==> src/include/amtz_defs.svh <==
`ifndef AMTZ_DEFS_SVH
`define AMTZ_DEFS_SVH

// count of micro-operation strobes driven each cycle
// strobe n sits at bit n-1 of the vector
`define AMTZ_UOP_W 52

// width of the state encoding
`define AMTZ_STATE_W 5

`endif

==> src/source/amtz_pkg.sv <==
`default_nettype none

`include "amtz_defs.svh"

package amtz_pkg;

	//////////////////////////////
	// states
	//////////////////////////////

	// the number in each name is the state it stands for in the full sequence
	typedef enum logic [`AMTZ_STATE_W-1:0] {
		st_idle,
		st_a2, st_a4, st_a6, st_a8, st_a10, st_a12, st_a14, st_a16, st_a18,
		st_b3, st_b5, st_b7, st_b9, st_b11, st_b13, st_b15,
		st_dispatch,
		st_finish,
		st_retry
	} amtz_state_e;

	//////////////////////////////
	// micro words
	//////////////////////////////

	// one opcode per distinct strobe set, the name lists the strobes
	typedef enum logic [5:0] {
		uw_none,
		uw_1_2_8, uw_17, uw_1_2_7_19, uw_5, uw_1_19_20_21, uw_13, uw_2_4_20, uw_22,
		uw_1_2_7_8, uw_1_3_9_10_15, uw_1_9_11_12,
		uw_43, uw_1_2_11_16, uw_18,
		uw_25_26, uw_51_52, uw_1_20_47_48, uw_1_19_49_50, uw_10,
		uw_1_2_36, uw_42, uw_41, uw_40, uw_39, uw_1_2_11_36, uw_1_2_8_11, uw_46,
		uw_31_34_35, uw_30_32_33, uw_31, uw_30, uw_1_11_36_37_44,
		uw_1_2_8_27
	} uop_word_e;

	// condition inputs still sampled, numbering follows the full sequence
	typedef struct packed {
		logic x1;
		logic x2;
		logic x3;
		logic x4;
		logic x5;
		logic x6;
		logic x8;
		logic x9;
		logic x10;
		logic x15;
		logic x16;
		logic x17;
		logic x18;
		logic x21;
		logic x22;
		logic x23;
	} amtz_cond_t;

	typedef logic [`AMTZ_UOP_W-1:0] amtz_uop_t;

	typedef struct packed {
		amtz_state_e target;
		uop_word_e   word;
	} dispatch_t;

	// finish rule, strobe 43 only when x21 is up together with x16 or x15
	function automatic uop_word_e finish_word(input amtz_cond_t c);
		if (c.x21 && (c.x16 || c.x15))
			return uw_43;
		return uw_none;
	endfunction

endpackage

`default_nettype wire

==> src/source/amtz_uop_encoder.sv <==
`default_nettype none

module amtz_uop_encoder (
	input  amtz_pkg::uop_word_e word,
	output amtz_pkg::amtz_uop_t uop
);
	import amtz_pkg::*;

	// one-hot vector for strobe n
	function automatic amtz_uop_t strobe(input int unsigned n);
		return amtz_uop_t'(1) << (n - 1);
	endfunction

	always_comb
	begin
		case (word)
			uw_1_2_8: uop = strobe(1) | strobe(2) | strobe(8);
			uw_17: uop = strobe(17);
			uw_1_2_7_19: uop = strobe(1) | strobe(2) | strobe(7) | strobe(19);
			uw_5: uop = strobe(5);
			uw_1_19_20_21: uop = strobe(1) | strobe(19) | strobe(20) | strobe(21);
			uw_13: uop = strobe(13);
			uw_2_4_20: uop = strobe(2) | strobe(4) | strobe(20);
			uw_22: uop = strobe(22);
			uw_1_2_7_8: uop = strobe(1) | strobe(2) | strobe(7) | strobe(8);
			uw_1_3_9_10_15: uop = strobe(1) | strobe(3) | strobe(9) | strobe(10) | strobe(15);
			uw_1_9_11_12: uop = strobe(1) | strobe(9) | strobe(11) | strobe(12);
			uw_43: uop = strobe(43);
			uw_1_2_11_16: uop = strobe(1) | strobe(2) | strobe(11) | strobe(16);
			uw_18: uop = strobe(18);
			uw_25_26: uop = strobe(25) | strobe(26);
			uw_51_52: uop = strobe(51) | strobe(52);
			uw_1_20_47_48: uop = strobe(1) | strobe(20) | strobe(47) | strobe(48);
			uw_1_19_49_50: uop = strobe(1) | strobe(19) | strobe(49) | strobe(50);
			uw_10: uop = strobe(10);
			uw_1_2_36: uop = strobe(1) | strobe(2) | strobe(36);
			uw_42: uop = strobe(42);
			uw_41: uop = strobe(41);
			uw_40: uop = strobe(40);
			uw_39: uop = strobe(39);
			uw_1_2_11_36: uop = strobe(1) | strobe(2) | strobe(11) | strobe(36);
			uw_1_2_8_11: uop = strobe(1) | strobe(2) | strobe(8) | strobe(11);
			uw_46: uop = strobe(46);
			uw_31_34_35: uop = strobe(31) | strobe(34) | strobe(35);
			uw_30_32_33: uop = strobe(30) | strobe(32) | strobe(33);
			uw_31: uop = strobe(31);
			uw_30: uop = strobe(30);
			uw_1_11_36_37_44: uop = strobe(1) | strobe(11) | strobe(36) | strobe(37) | strobe(44);
			uw_1_2_8_27: uop = strobe(1) | strobe(2) | strobe(8) | strobe(27);
			default: uop = '0;
		endcase
	end

endmodule

`default_nettype wire

==> src/source/amtz_dispatch.sv <==
`default_nettype none

module amtz_dispatch (
	input  amtz_pkg::amtz_cond_t  cond,
	input  amtz_pkg::amtz_state_e state,
	output amtz_pkg::dispatch_t   route
);
	import amtz_pkg::*;

	logic in_retry;

	// the retry state swaps the not-x3 leaves for a single strobe set
	assign in_retry = (state == st_retry);

	//////////////////////////////
	// mode tree
	//////////////////////////////

	// most leaves go on to the finish state, so that is the starting point
	always_comb
	begin
		route = '{st_finish, uw_none};
		case ({cond.x22, cond.x23})
			2'b11:
			begin
				if (cond.x3 && cond.x4)
					route = '{st_idle, finish_word(cond)};
				else if (cond.x3)
					route = '{st_idle, cond.x5 ? uw_25_26 : uw_51_52};
				else if (!cond.x4)
					route.word = cond.x5 ? uw_1_20_47_48 : uw_1_19_49_50;
				else if (cond.x5 ? cond.x15 : cond.x16)
					route.word = uw_10;
				else
					route = '{st_idle, finish_word(cond)};
			end

			2'b10:
			begin
				if (cond.x9)
					route.word = uw_1_2_36;
				else if (cond.x3)
				begin
					case ({cond.x4, cond.x5})
						2'b11: route.word = uw_42;
						2'b10: route.word = uw_41;
						2'b01: route.word = uw_40;
						default: route.word = uw_39;
					endcase
				end
				else if (in_retry)
					route.word = uw_1_2_8_27;
				else if (cond.x8)
					route.word = uw_1_2_11_36;
				else
					route.word = uw_1_2_8_11;
			end

			2'b01:
			begin
				if (cond.x9)
					route.word = uw_46;
				else
					route.word = uw_1_2_8_11;
			end

			default:
			begin
				if (cond.x3)
				begin
					case ({cond.x4, cond.x5})
						2'b11: route.word = uw_31_34_35;
						2'b10: route.word = uw_30_32_33;
						2'b01: route.word = uw_31;
						default: route.word = uw_30;
					endcase
				end
				else if (in_retry)
					route.word = uw_1_2_8_27;
				else if (cond.x8)
					route.word = uw_1_11_36_37_44;
				else
					route.word = uw_1_2_8_11;
			end
		endcase
	end

endmodule

`default_nettype wire

==> src/source/amtz_sequencer.sv <==
`default_nettype none

module amtz_sequencer (
	input  logic                  rst,
	input  logic                  clk,
	input  amtz_pkg::amtz_cond_t  cond,
	input  amtz_pkg::dispatch_t   route,
	output amtz_pkg::amtz_state_e state,
	output amtz_pkg::uop_word_e   word
);
	import amtz_pkg::*;

	dispatch_t step;

	//////////////////////////////
	// state register
	//////////////////////////////

	// the state moves on the rising edge of rst while clk low holds it in idle
	always_ff @(posedge rst or negedge clk)
	begin
		if (!clk)
			state <= st_idle;
		else
			state <= step.target;
	end

	// a start request cannot raise strobes while clk holds the reset
	assign word = clk ? step.word : uw_none;

	//////////////////////////////
	// transitions
	//////////////////////////////

	always_comb
	begin
		step = '{st_idle, uw_none};
		case (state)
			st_idle:
			begin
				if (cond.x1 && cond.x2)
					step = '{st_a2, uw_1_2_8};
				else if (cond.x1)
					step = '{st_b3, uw_17};
			end

			// path A has two loops that wait for x17
			st_a2: step = '{st_a4, uw_1_2_7_19};
			st_a4: step = '{st_a6, uw_5};
			st_a6: step = '{st_a8, uw_1_19_20_21};
			st_a8: step = '{st_a10, uw_13};
			st_a10:
			begin
				if (cond.x17)
					step = '{st_a12, uw_2_4_20};
				else
					step = '{st_a8, uw_1_19_20_21};
			end
			st_a12: step = '{st_a14, uw_5};
			st_a14: step = '{st_a16, uw_1_19_20_21};
			st_a16: step = '{st_a18, uw_13};
			st_a18:
			begin
				if (cond.x17)
					step = '{st_finish, uw_22};
				else
					step = '{st_a16, uw_1_19_20_21};
			end

			// path B has one wait loop before the mode dispatch
			st_b3: step = '{st_b5, uw_1_2_7_8};
			st_b5: step = '{st_b7, uw_1_3_9_10_15};
			st_b7: step = '{st_b9, uw_1_2_7_8};
			st_b9: step = '{st_b11, uw_5};
			st_b11: step = '{st_b13, uw_1_9_11_12};
			st_b13: step = '{st_b15, uw_13};
			st_b15:
			begin
				if (cond.x17)
					step = '{st_dispatch, uw_1_3_9_10_15};
				else
					step = '{st_b13, uw_1_9_11_12};
			end

			// without x18 the mode tree is skipped and the retry state decides
			st_dispatch:
			begin
				if (!cond.x18)
					step = '{st_retry, uw_1_2_11_16};
				else
					step = route;
			end
			st_retry:
			begin
				if (cond.x6)
					step = '{st_b3, uw_18};
				else
					step = route;
			end

			st_finish: step = '{st_idle, finish_word(cond)};

			default: step = '{st_idle, uw_none};
		endcase
	end

endmodule

`default_nettype wire

==> src/source/amtz_ctrl.sv <==
`default_nettype none

module amtz_ctrl (
	input  logic                 rst,
	input  logic                 clk,
	input  amtz_pkg::amtz_cond_t cond,
	output amtz_pkg::amtz_uop_t  uop
);
	import amtz_pkg::*;

	amtz_state_e state;
	uop_word_e   word;
	dispatch_t   route;

	amtz_sequencer i_amtz_sequencer (
		.rst   (rst),
		.clk   (clk),
		.cond  (cond),
		.route (route),
		.state (state),
		.word  (word)
	);

	amtz_dispatch i_amtz_dispatch (
		.cond  (cond),
		.state (state),
		.route (route)
	);

	amtz_uop_encoder i_amtz_uop_encoder (
		.word (word),
		.uop  (uop)
	);

endmodule

`default_nettype wire

==> config.mk <==
export PLATFORM = sky130hd
export DESIGN_NAME = amtz_ctrl
export DESIGN_NICKNAME = d
export VERILOG_FILES = /design/src/source/amtz_pkg.sv /design/src/source/amtz_uop_encoder.sv /design/src/source/amtz_dispatch.sv /design/src/source/amtz_sequencer.sv /design/src/source/amtz_ctrl.sv
export VERILOG_INCLUDE_DIRS = /design/src /design/src/include
export SDC_FILE = /design/constraint.sdc
export NUM_CORES = 1
export LEC_CHECK = 0
export ABC_AREA = 0
export BUFFER_PORTS_ARGS = -buffer_cell sky130_fd_sc_hd__buf_4
export CORE_MARGIN = 2
export CORE_UTILIZATION = 24
export DETAILED_ROUTE_END_ITERATION = 16
export GPL_TIMING_DRIVEN = 1
export MAX_ROUTING_LAYER = met4
export PLACE_DENSITY_LB_ADDON = 0.15
export SLEW_MARGIN = 40
export SYNTH_ARGS = -nofsm -noshare
export SYNTH_HDL_FRONTEND = slang
export SYNTH_SLANG_ARGS = --single-unit
==> constraint.sdc <==
create_clock -name rst -period 3.35 [get_ports rst]
set_clock_uncertainty 0.1 [all_clocks]
set_input_delay 0.5025 -clock rst [delete_from_list [all_inputs] [get_ports rst]]
set_output_delay 0.5025 -clock rst [all_outputs]
set_load 0.1 [all_outputs]
==> summary.md, run 1 <==
| Metric | Value |
|---|---|
| Synthesized area | `1860 um2` |
| Final setup viols | `40` |
| Initial antenna violation count | `0` |
| CTS buffer count | `3` |
| Clk sink count | `5` |
| Slew Limit Fails | `0` |
| Deepest clock path buffer count | `2` |
| Logic pwr share | `0.937` |
| Worst skew pair latency | `roughly 0.22 ns` |
| Antenna-violating nets left | `0` |
| Clock-pin transition on the worst setup and hold timing paths | `~0.040 ns` |
| Avg Cell Area, Syn | `6.73 um2` |
| Die Y | `92.0 um` |
| Drt wl/cell | `15.4 um` |
| Root Buffer | `clkbuf_8` |
| CTS tree | `done` |
| Die area | `around 8500 um2` |
| CTS H-tree depth | `1` |
| Number of I/O port buffers | `60` |
| Gpl congestion | `around 0.86` |
| Largest net degree at the start of global routing | `18` |
| Synth Flop Type | `dfrtp_1` |
| FMAX | `270 MHz` |
| RSZ-0062 raised after global routing | `true` |
| Final worst slack | `-0.354 ns` |
| Share of layout cells above drive strength 1 | `0.608` |
| Psw | `around 2.1 mW` |
| Biggest regs | `i_amtz_sequencer.state: 5 flops` |
| Most common cell in the netlist | `nor2_1` |
| Drt first pass iters | `4` |
| Switching Share | `0.558` |
| Number of synthesized flops with an enable pin | `0` |
| Max reg flops | `5` |
| Synthesis-stage register bit count | `5` |
| Placed cells | `approximately 490` |
| Detailed Route WL | `around 7700 um` |
| Fraction of registers with async set/reset | `1.00` |
| Final period util | `1.11` |
| Share of the synthesized area in the top cell type | `0.0768` |
| Tot GR Track Use | `0.181` |
| Setup crit end kind | `output pin` |
| Final hold viol count | `0` |
| Initial Util | `0.244` |
| Share of power burned in registers | `0.034` |
| Crit path arrival time | `3.10 ns` |
| Post-Layout Cell Count | `between 500 and 600` |
| Number of global-route vias before repair | `about 2.4k` |
| Yosys Warn Count | `0` |
| Core ar. | `7610 um2` |
| Top cells by count, synth | `nor2_1 (38), nand2_1 (27), buf_4 (18), buf_2 (13), inv_1 (13)` |
| Top post-synthesis cells by area | `nor2_1 (7.7%), buf_4 (7.3%), dfrtp_1 (6.7%)` |
| Boundary Pins | `70` |
| Yosys cell types | `68` |
| DRC viols | `0` |
| Setup TNS | `-4.11 ns` |
| Top reg by flops | `i_amtz_sequencer.state` |
| Int Power | `about 1.7 mW` |
| Total gr overflow | `0` |
| DR iter-0 viols | `approximately 130` |
| First-pass GRT wire length | `12,300 um` |
| DP Wirelength | `approximately 5600 um` |
| Post-Synthesis Cells | `approximately 280` |
| Leakage power | `between 1.5 and 2 nW` |
| Num rows | `32` |
| VDD IR max | `approximately 0.76 mV` |
| Failing checks | `setup timing` |
| Synthesis-to-layout area growth | `123%` |
| Crit path required time | `between 2 and 3 ns` |
| Clock share of power | `0.029` |
| Critical path launch point type | `flip-flop` |
| Sequential area share after synthesis | `0.0674` |
| Critical path class | `reg -> out` |
| Power density cells | `between 900 and 1000 nW/um2` |
| Via count | `2,469` |
| Hold crit path type | `in -> async` |
| MaxCap Viol Count | `0` |
| Yosys top cell by area | `nor2_1` |
| Die X-Extent | `~90 um` |
| Diodes inserted | `0` |
| Fin nets | `430` |
| Crit-path max FO | `5` |
| Fin crit period | `3.70 ns` |
| Status | `complete, but fails checks` |
| Vias per cell | `about 4.9` |
cell type report:
type	count	area, um2
clock buffer	4	45.0
fill	713	3460
inverter	15	65.1
multi-input combinational	225	2040
sequential	5	126
tap	102	128
timing repair buffer	152	1740
layout by cell type, fill, tap and decap left out, types with 4 or more instances in the layout:
| cell | instances |
|---|---|
| nor2_1 | 17 |
| buf_6 | 16 |
| buf_12 | 42 |
| mux2i_1 | 4 |
| nand2_1 | 16 |
| ha_1 | 6 |
| dfrtp_1 | 4 |
| o21ai_0 | 11 |
| buf_4 | 91 |
| a21oi_1 | 11 |
| ha_4 | 4 |
| conb_1 | 8 |
| nand2b_1 | 7 |
| nor2_4 | 21 |
| nor2b_1 | 5 |
| a31oi_2 | 4 |
| nand2_4 | 5 |
| o22ai_1 | 5 |
| inv_1 | 10 |
| nand2_8 | 4 |
| nor3_4 | 4 |
layer usage:
metal / part of all wire / GRT usage
met4: 0.0027 / 0
met5: 0 / -
met2: 0.53 / 0.327
met1: 0.43 / 0.236
met3: 0.028 / 0.0173
per-stage QoR:
stage	instance area (um2)	util	hold slack [ns]	worst slack, ns	power, mW
final	4150	0.545	0.531	-0.354	3.82
after global routing	4150	0.545	0.545	-0.478	4.02
after CTS	3930	0.517	0.534	-0.326	3.53
after detailed placement	3140	0.412	0.214	-0.291	2.86
after global placement	3140	0.412	0.213	-0.284	2.85
after floorplan	2260	-	0.107	-0.912	2.00
power groups by stage:
| stage | combinational [mW] | clock, mW | sequential (mW) |
|---|---|---|---|
| after global placement | 2.72 | 0 | 0.125 |
| final | 3.58 | 0.111 | 0.131 |
| after global routing | 3.77 | 0.119 | 0.137 |
| after floorplan | 1.89 | 0 | 0.113 |
| after detailed placement | 2.73 | 0 | 0.123 |
| after CTS | 3.29 | 0.113 | 0.128 |
worst paths after layout:
check / startpoint / end / slack (ns) / depth (start not counted)
worst min-delay path: clk / i_amtz_sequencer.state[3] / 0.53 / 2
worst max register to register: i_amtz_sequencer.state[2] / i_amtz_sequencer.state[4] / 1.33 / 7
worst min register to register: i_amtz_sequencer.state[1] / i_amtz_sequencer.state[2] / 0.59 / 2
max in group asynchronous: clk / i_amtz_sequencer.state[1] / 2.49 / 2
min in group rst: i_amtz_sequencer.state[1] / i_amtz_sequencer.state[2] / 0.59 / 2
worst max-delay path: i_amtz_sequencer.state[2] / uop[1] / -0.35 / 12
kinds of logic after synthesis:
| group | share of synthesized area |
|---|---|
| AOI/OAI and AO/OA | 0.340 |
| adders and majority gates | 0.0674 |
| buffers and inverters | 0.160 |
| DFF | 0.0674 |
| muxes | 0.0270 |
| other | 0.00202 |
| and+or+nand+nor | 0.336 |
critical path, stage by stage, from the launching register on:
cell and delay [ns]:
dfrtp_1 0.41, nor4bb_2 0.31, buf_4 0.18, a21oi_4 0.06, mux2i_1 0.13, o221ai_1 0.14, a2111o_1 0.45, nand2_4 0.14
ha_4 0.21, nor2b_2 0.16, a221oi_2 0.34, o31ai_4 0.14, buf_12 0.19
timing repair:
| action | in CTS | in global routing |
|---|---|---|
| endpoints found under the hold margin | 5 | 0 |
| resized for setup | 166 | 38 |
| setup buffers | 10 | 7 |
| hold buffers | 1 | 0 |
| pin swaps | 20 | 11 |
| endpoints found under the setup margin | 43 | 44 |
Note: power is estimated with default switching activity, not from simulation.
==> run 2: changes to the inputs <==
--- a/config.mk
+++ b/config.mk
@@ -8,6 +8,7 @@
 export LEC_CHECK = 0
 export ABC_AREA = 0
 export BUFFER_PORTS_ARGS = -buffer_cell sky130_fd_sc_hd__buf_4
+export CORE_ASPECT_RATIO = 1.5
 export CORE_MARGIN = 2
 export CORE_UTILIZATION = 24
 export DETAILED_ROUTE_END_ITERATION = 16
==> summary.md, run 2 (same netlist as run 1, synthesis figures left out) <==
| Metric | Value |
|---|---|
| Status | `complete, but fails checks` |
| Failing checks | `setup timing` |
| DP Wirelength | `5980 um (+7.4%)` |
| Synthesis-to-layout area growth | `138%` |
| Setup crit end kind | `output pin` |
| Leakage power | `1.77 nW (+6.2%)` |
| Critical path class | `reg -> out` |
| Switching Share | `0.539 (-0.0189)` |
| Drt wl/cell | `16.7 um (+8.5%)` |
| Gpl congestion | `0.862 (about the same)` |
| Num rows | `39 (+22%)` |
| Root Buffer | `clkbuf_16` |
| Placed cells | `486 (unchanged)` |
| Setup TNS | `-9.60 ns (-5.49 ns)` |
| Pre-CTS setup slack | `-0.348 ns (-0.0569 ns)` |
| Fillers | `621 (-13%)` |
| Worst skew pair latency | `0.22 ns (about the same)` |
| Clk sink count | `5 (unchanged)` |
| Final setup viols | `42 (+5.0%)` |
| Slew Limit Fails | `0 (unchanged)` |
| Initial antenna violation count | `0 (unchanged)` |
| Deepest clock path buffer count | `2 (unchanged)` |
| Die area | `8470 um2 (+0.17%)` |
| Vias per cell | `5.01 (+2.1%)` |
| Biggest regs | `i_amtz_sequencer.state: 5 flops` |
| Diodes inserted | `0 (unchanged)` |
| Core Util, Final | `0.585 (+0.0392)` |
| Total gr overflow | `0 (unchanged)` |
| Psw | `2.28 mW (+6.8%)` |
| Leading cell types in the layout, fill and taps excluded | `buf_4 (88), buf_12 (46), nor2_4 (23)` |
| First-pass GRT wire length | `12,600 um (+2.5%)` |
| Dpl cell area | `3150 um2 (+0.40%)` |
| Die X-Extent | `75.8 um (-18%)` |
| Post-Layout Cell Count | `510 (+1.4%)` |
| Antenna-violating nets left | `0 (unchanged)` |
| Int Power | `1.95 mW (+15%)` |
| Crit-path max FO | `5 (unchanged)` |
| Commonest non-fill, non-tap cell in the layout | `buf_4` |
| Critical path launch point type | `flip-flop` |
| Die Y | `112 um (+21%)` |
| Power Total | `4.22 mW (+11%)` |
| Final period util | `1.13 (+0.0288)` |
| VDD IR max | `0.592 mV (-23%)` |
| Max reg flops | `5 (unchanged)` |
| Detailed Route WL | `8520 um (+10%)` |
| Hold slack | `0.529 ns (-0.00209 ns)` |
| Power density cells | `955 nW/um2 (+3.7%)` |
| Fin nets | `437 (+1.6%)` |
| Crit path required time | `2.75 ns (about the same)` |
| Logic pwr share | `0.920 (-0.017)` |
| Share of layout cells above drive strength 1 | `0.620 (+0.0116)` |
| CTS tree | `done` |
| Crit path arrival time | `3.20 ns (+0.10 ns)` |
| Largest net degree at the start of global routing | `20 (+2)` |
| Tot GR Track Use | `0.195 (+0.0137)` |
| MaxCap Viol Count | `0 (unchanged)` |
| Fin crit period | `3.80 ns (+0.0964 ns)` |
| Clock-pin transition on the worst setup and hold timing paths | `0.03 ns (about the same)` |
| RSZ-0062 raised after global routing | `true` |
| Share of power burned in registers | `0.035 (about the same)` |
| Boundary Pins | `70 (unchanged)` |
| Hold crit path type | `in -> async` |
| Top reg by flops | `i_amtz_sequencer.state` |
| Clock share of power | `0.046 (+0.017)` |
| Number of global-route vias before repair | `2,580 (+6.0%)` |
| CTS H-tree depth | `1 (unchanged)` |
| DRC viols | `0 (unchanged)` |
| CTS buffer count | `3 (unchanged)` |
| Number of I/O port buffers | `60 (unchanged)` |
| DR iter-0 viols | `62 (-51%)` |
| FMAX | `263 MHz (-2.5%)` |
| Final worst slack | `-0.450 ns (-0.0964 ns)` |
| Drt first pass iters | `4 (unchanged)` |
| Via count | `2,555 (+3.5%)` |
| Core ar. | `7560 um2 (-0.58%)` |
| Initial Util | `0.245 (+0.00141)` |
| Final hold viol count | `0 (unchanged)` |
| Fin area | `4420 um2 (+6.6%)` |
run 2: changes by cell type in the layout (fill, tap and decap cells not counted), sizes merged:
cell and change:
inv -1, buf +6, clkbuf +1, clkinvlp +1
run 2: final cells by class:
cell class / count / area (um2) / area share
Sequential cell: 5 / 129 / 0.0291
Inverter: 15 / 71.3 / 0.0161
Timing Repair Buffer: 159 / 1880 / 0.426
Tap cell: 102 / 128 / 0.0289
Clock buffer: 4 / 78.8 / 0.0178
Multi-Input combinational cell: 225 / 2130 / 0.482
run 2: routing by layer:
layer | vias up | track usage | share of wire
met5 | - | - | 0
met4 | 0 | 0.0667 | 0.035
met3 | 20 | 0.0109 | 0.029
met2 | 74 | 0.384 | 0.61
met1 | 1222 | 0.186 | 0.32
li1 | 1239 | - | -
run 2: path summary, 6_finish.rpt:
| kind | start | end | slack, ns | cells past startpoint |
|---|---|---|---|---|
| min in group rst | i_amtz_sequencer.state[4] | i_amtz_sequencer.state[2] | 0.64 | 2 |
| setup reg to reg | i_amtz_sequencer.state[3] | i_amtz_sequencer.state[4] | 1.36 | 6 |
| hold reg to reg | i_amtz_sequencer.state[4] | i_amtz_sequencer.state[2] | 0.64 | 2 |
| setup / recovery | i_amtz_sequencer.state[2] | uop[10] | -0.45 | 14 |
| hold / removal | clk | i_amtz_sequencer.state[1] | 0.53 | 2 |
| max in group asynchronous | clk | i_amtz_sequencer.state[2] | 2.49 | 2 |
run 2: what timing repair did:
| item | in CTS | in global routing |
|---|---|---|
| hold buffers | 1 | 0 |
| pin swaps | 15 | 25 |
| endpoints found under the setup margin | 44 | 44 |
| setup buffers | 9 | 12 |
| gates resized for setup | 168 | 56 |
| hold endpoints to repair | 5 | 0 |
| gates cloned | 0 | 1 |
run 2: power by group through the flow:
stage               Combinational [mW]  Clock, mW  Sequential [mW]
floorplan                         1.89          0            0.113
global placement                  2.76          0            0.123
detailed placement                2.77          0            0.125
CTS                               3.41      0.196            0.135
global route                      4.08      0.201            0.149
finish                            3.89      0.192            0.146
run 2: critical path, cell delays in order (launching register included):
cell	delay [ns]
dfrtp_2	0.44
nor4bb_4	0.31
buf_4	0.17
a21oi_4	0.06
mux2i_1	0.16
o221ai_2	0.12
a2111o_1	0.45
nand2_4	0.13
buf_12	0.11
ha_4	0.20
nand2_4	0.06
buf_6	0.11
a21boi_4	0.14
o211ai_1	0.23
buf_6	0.26
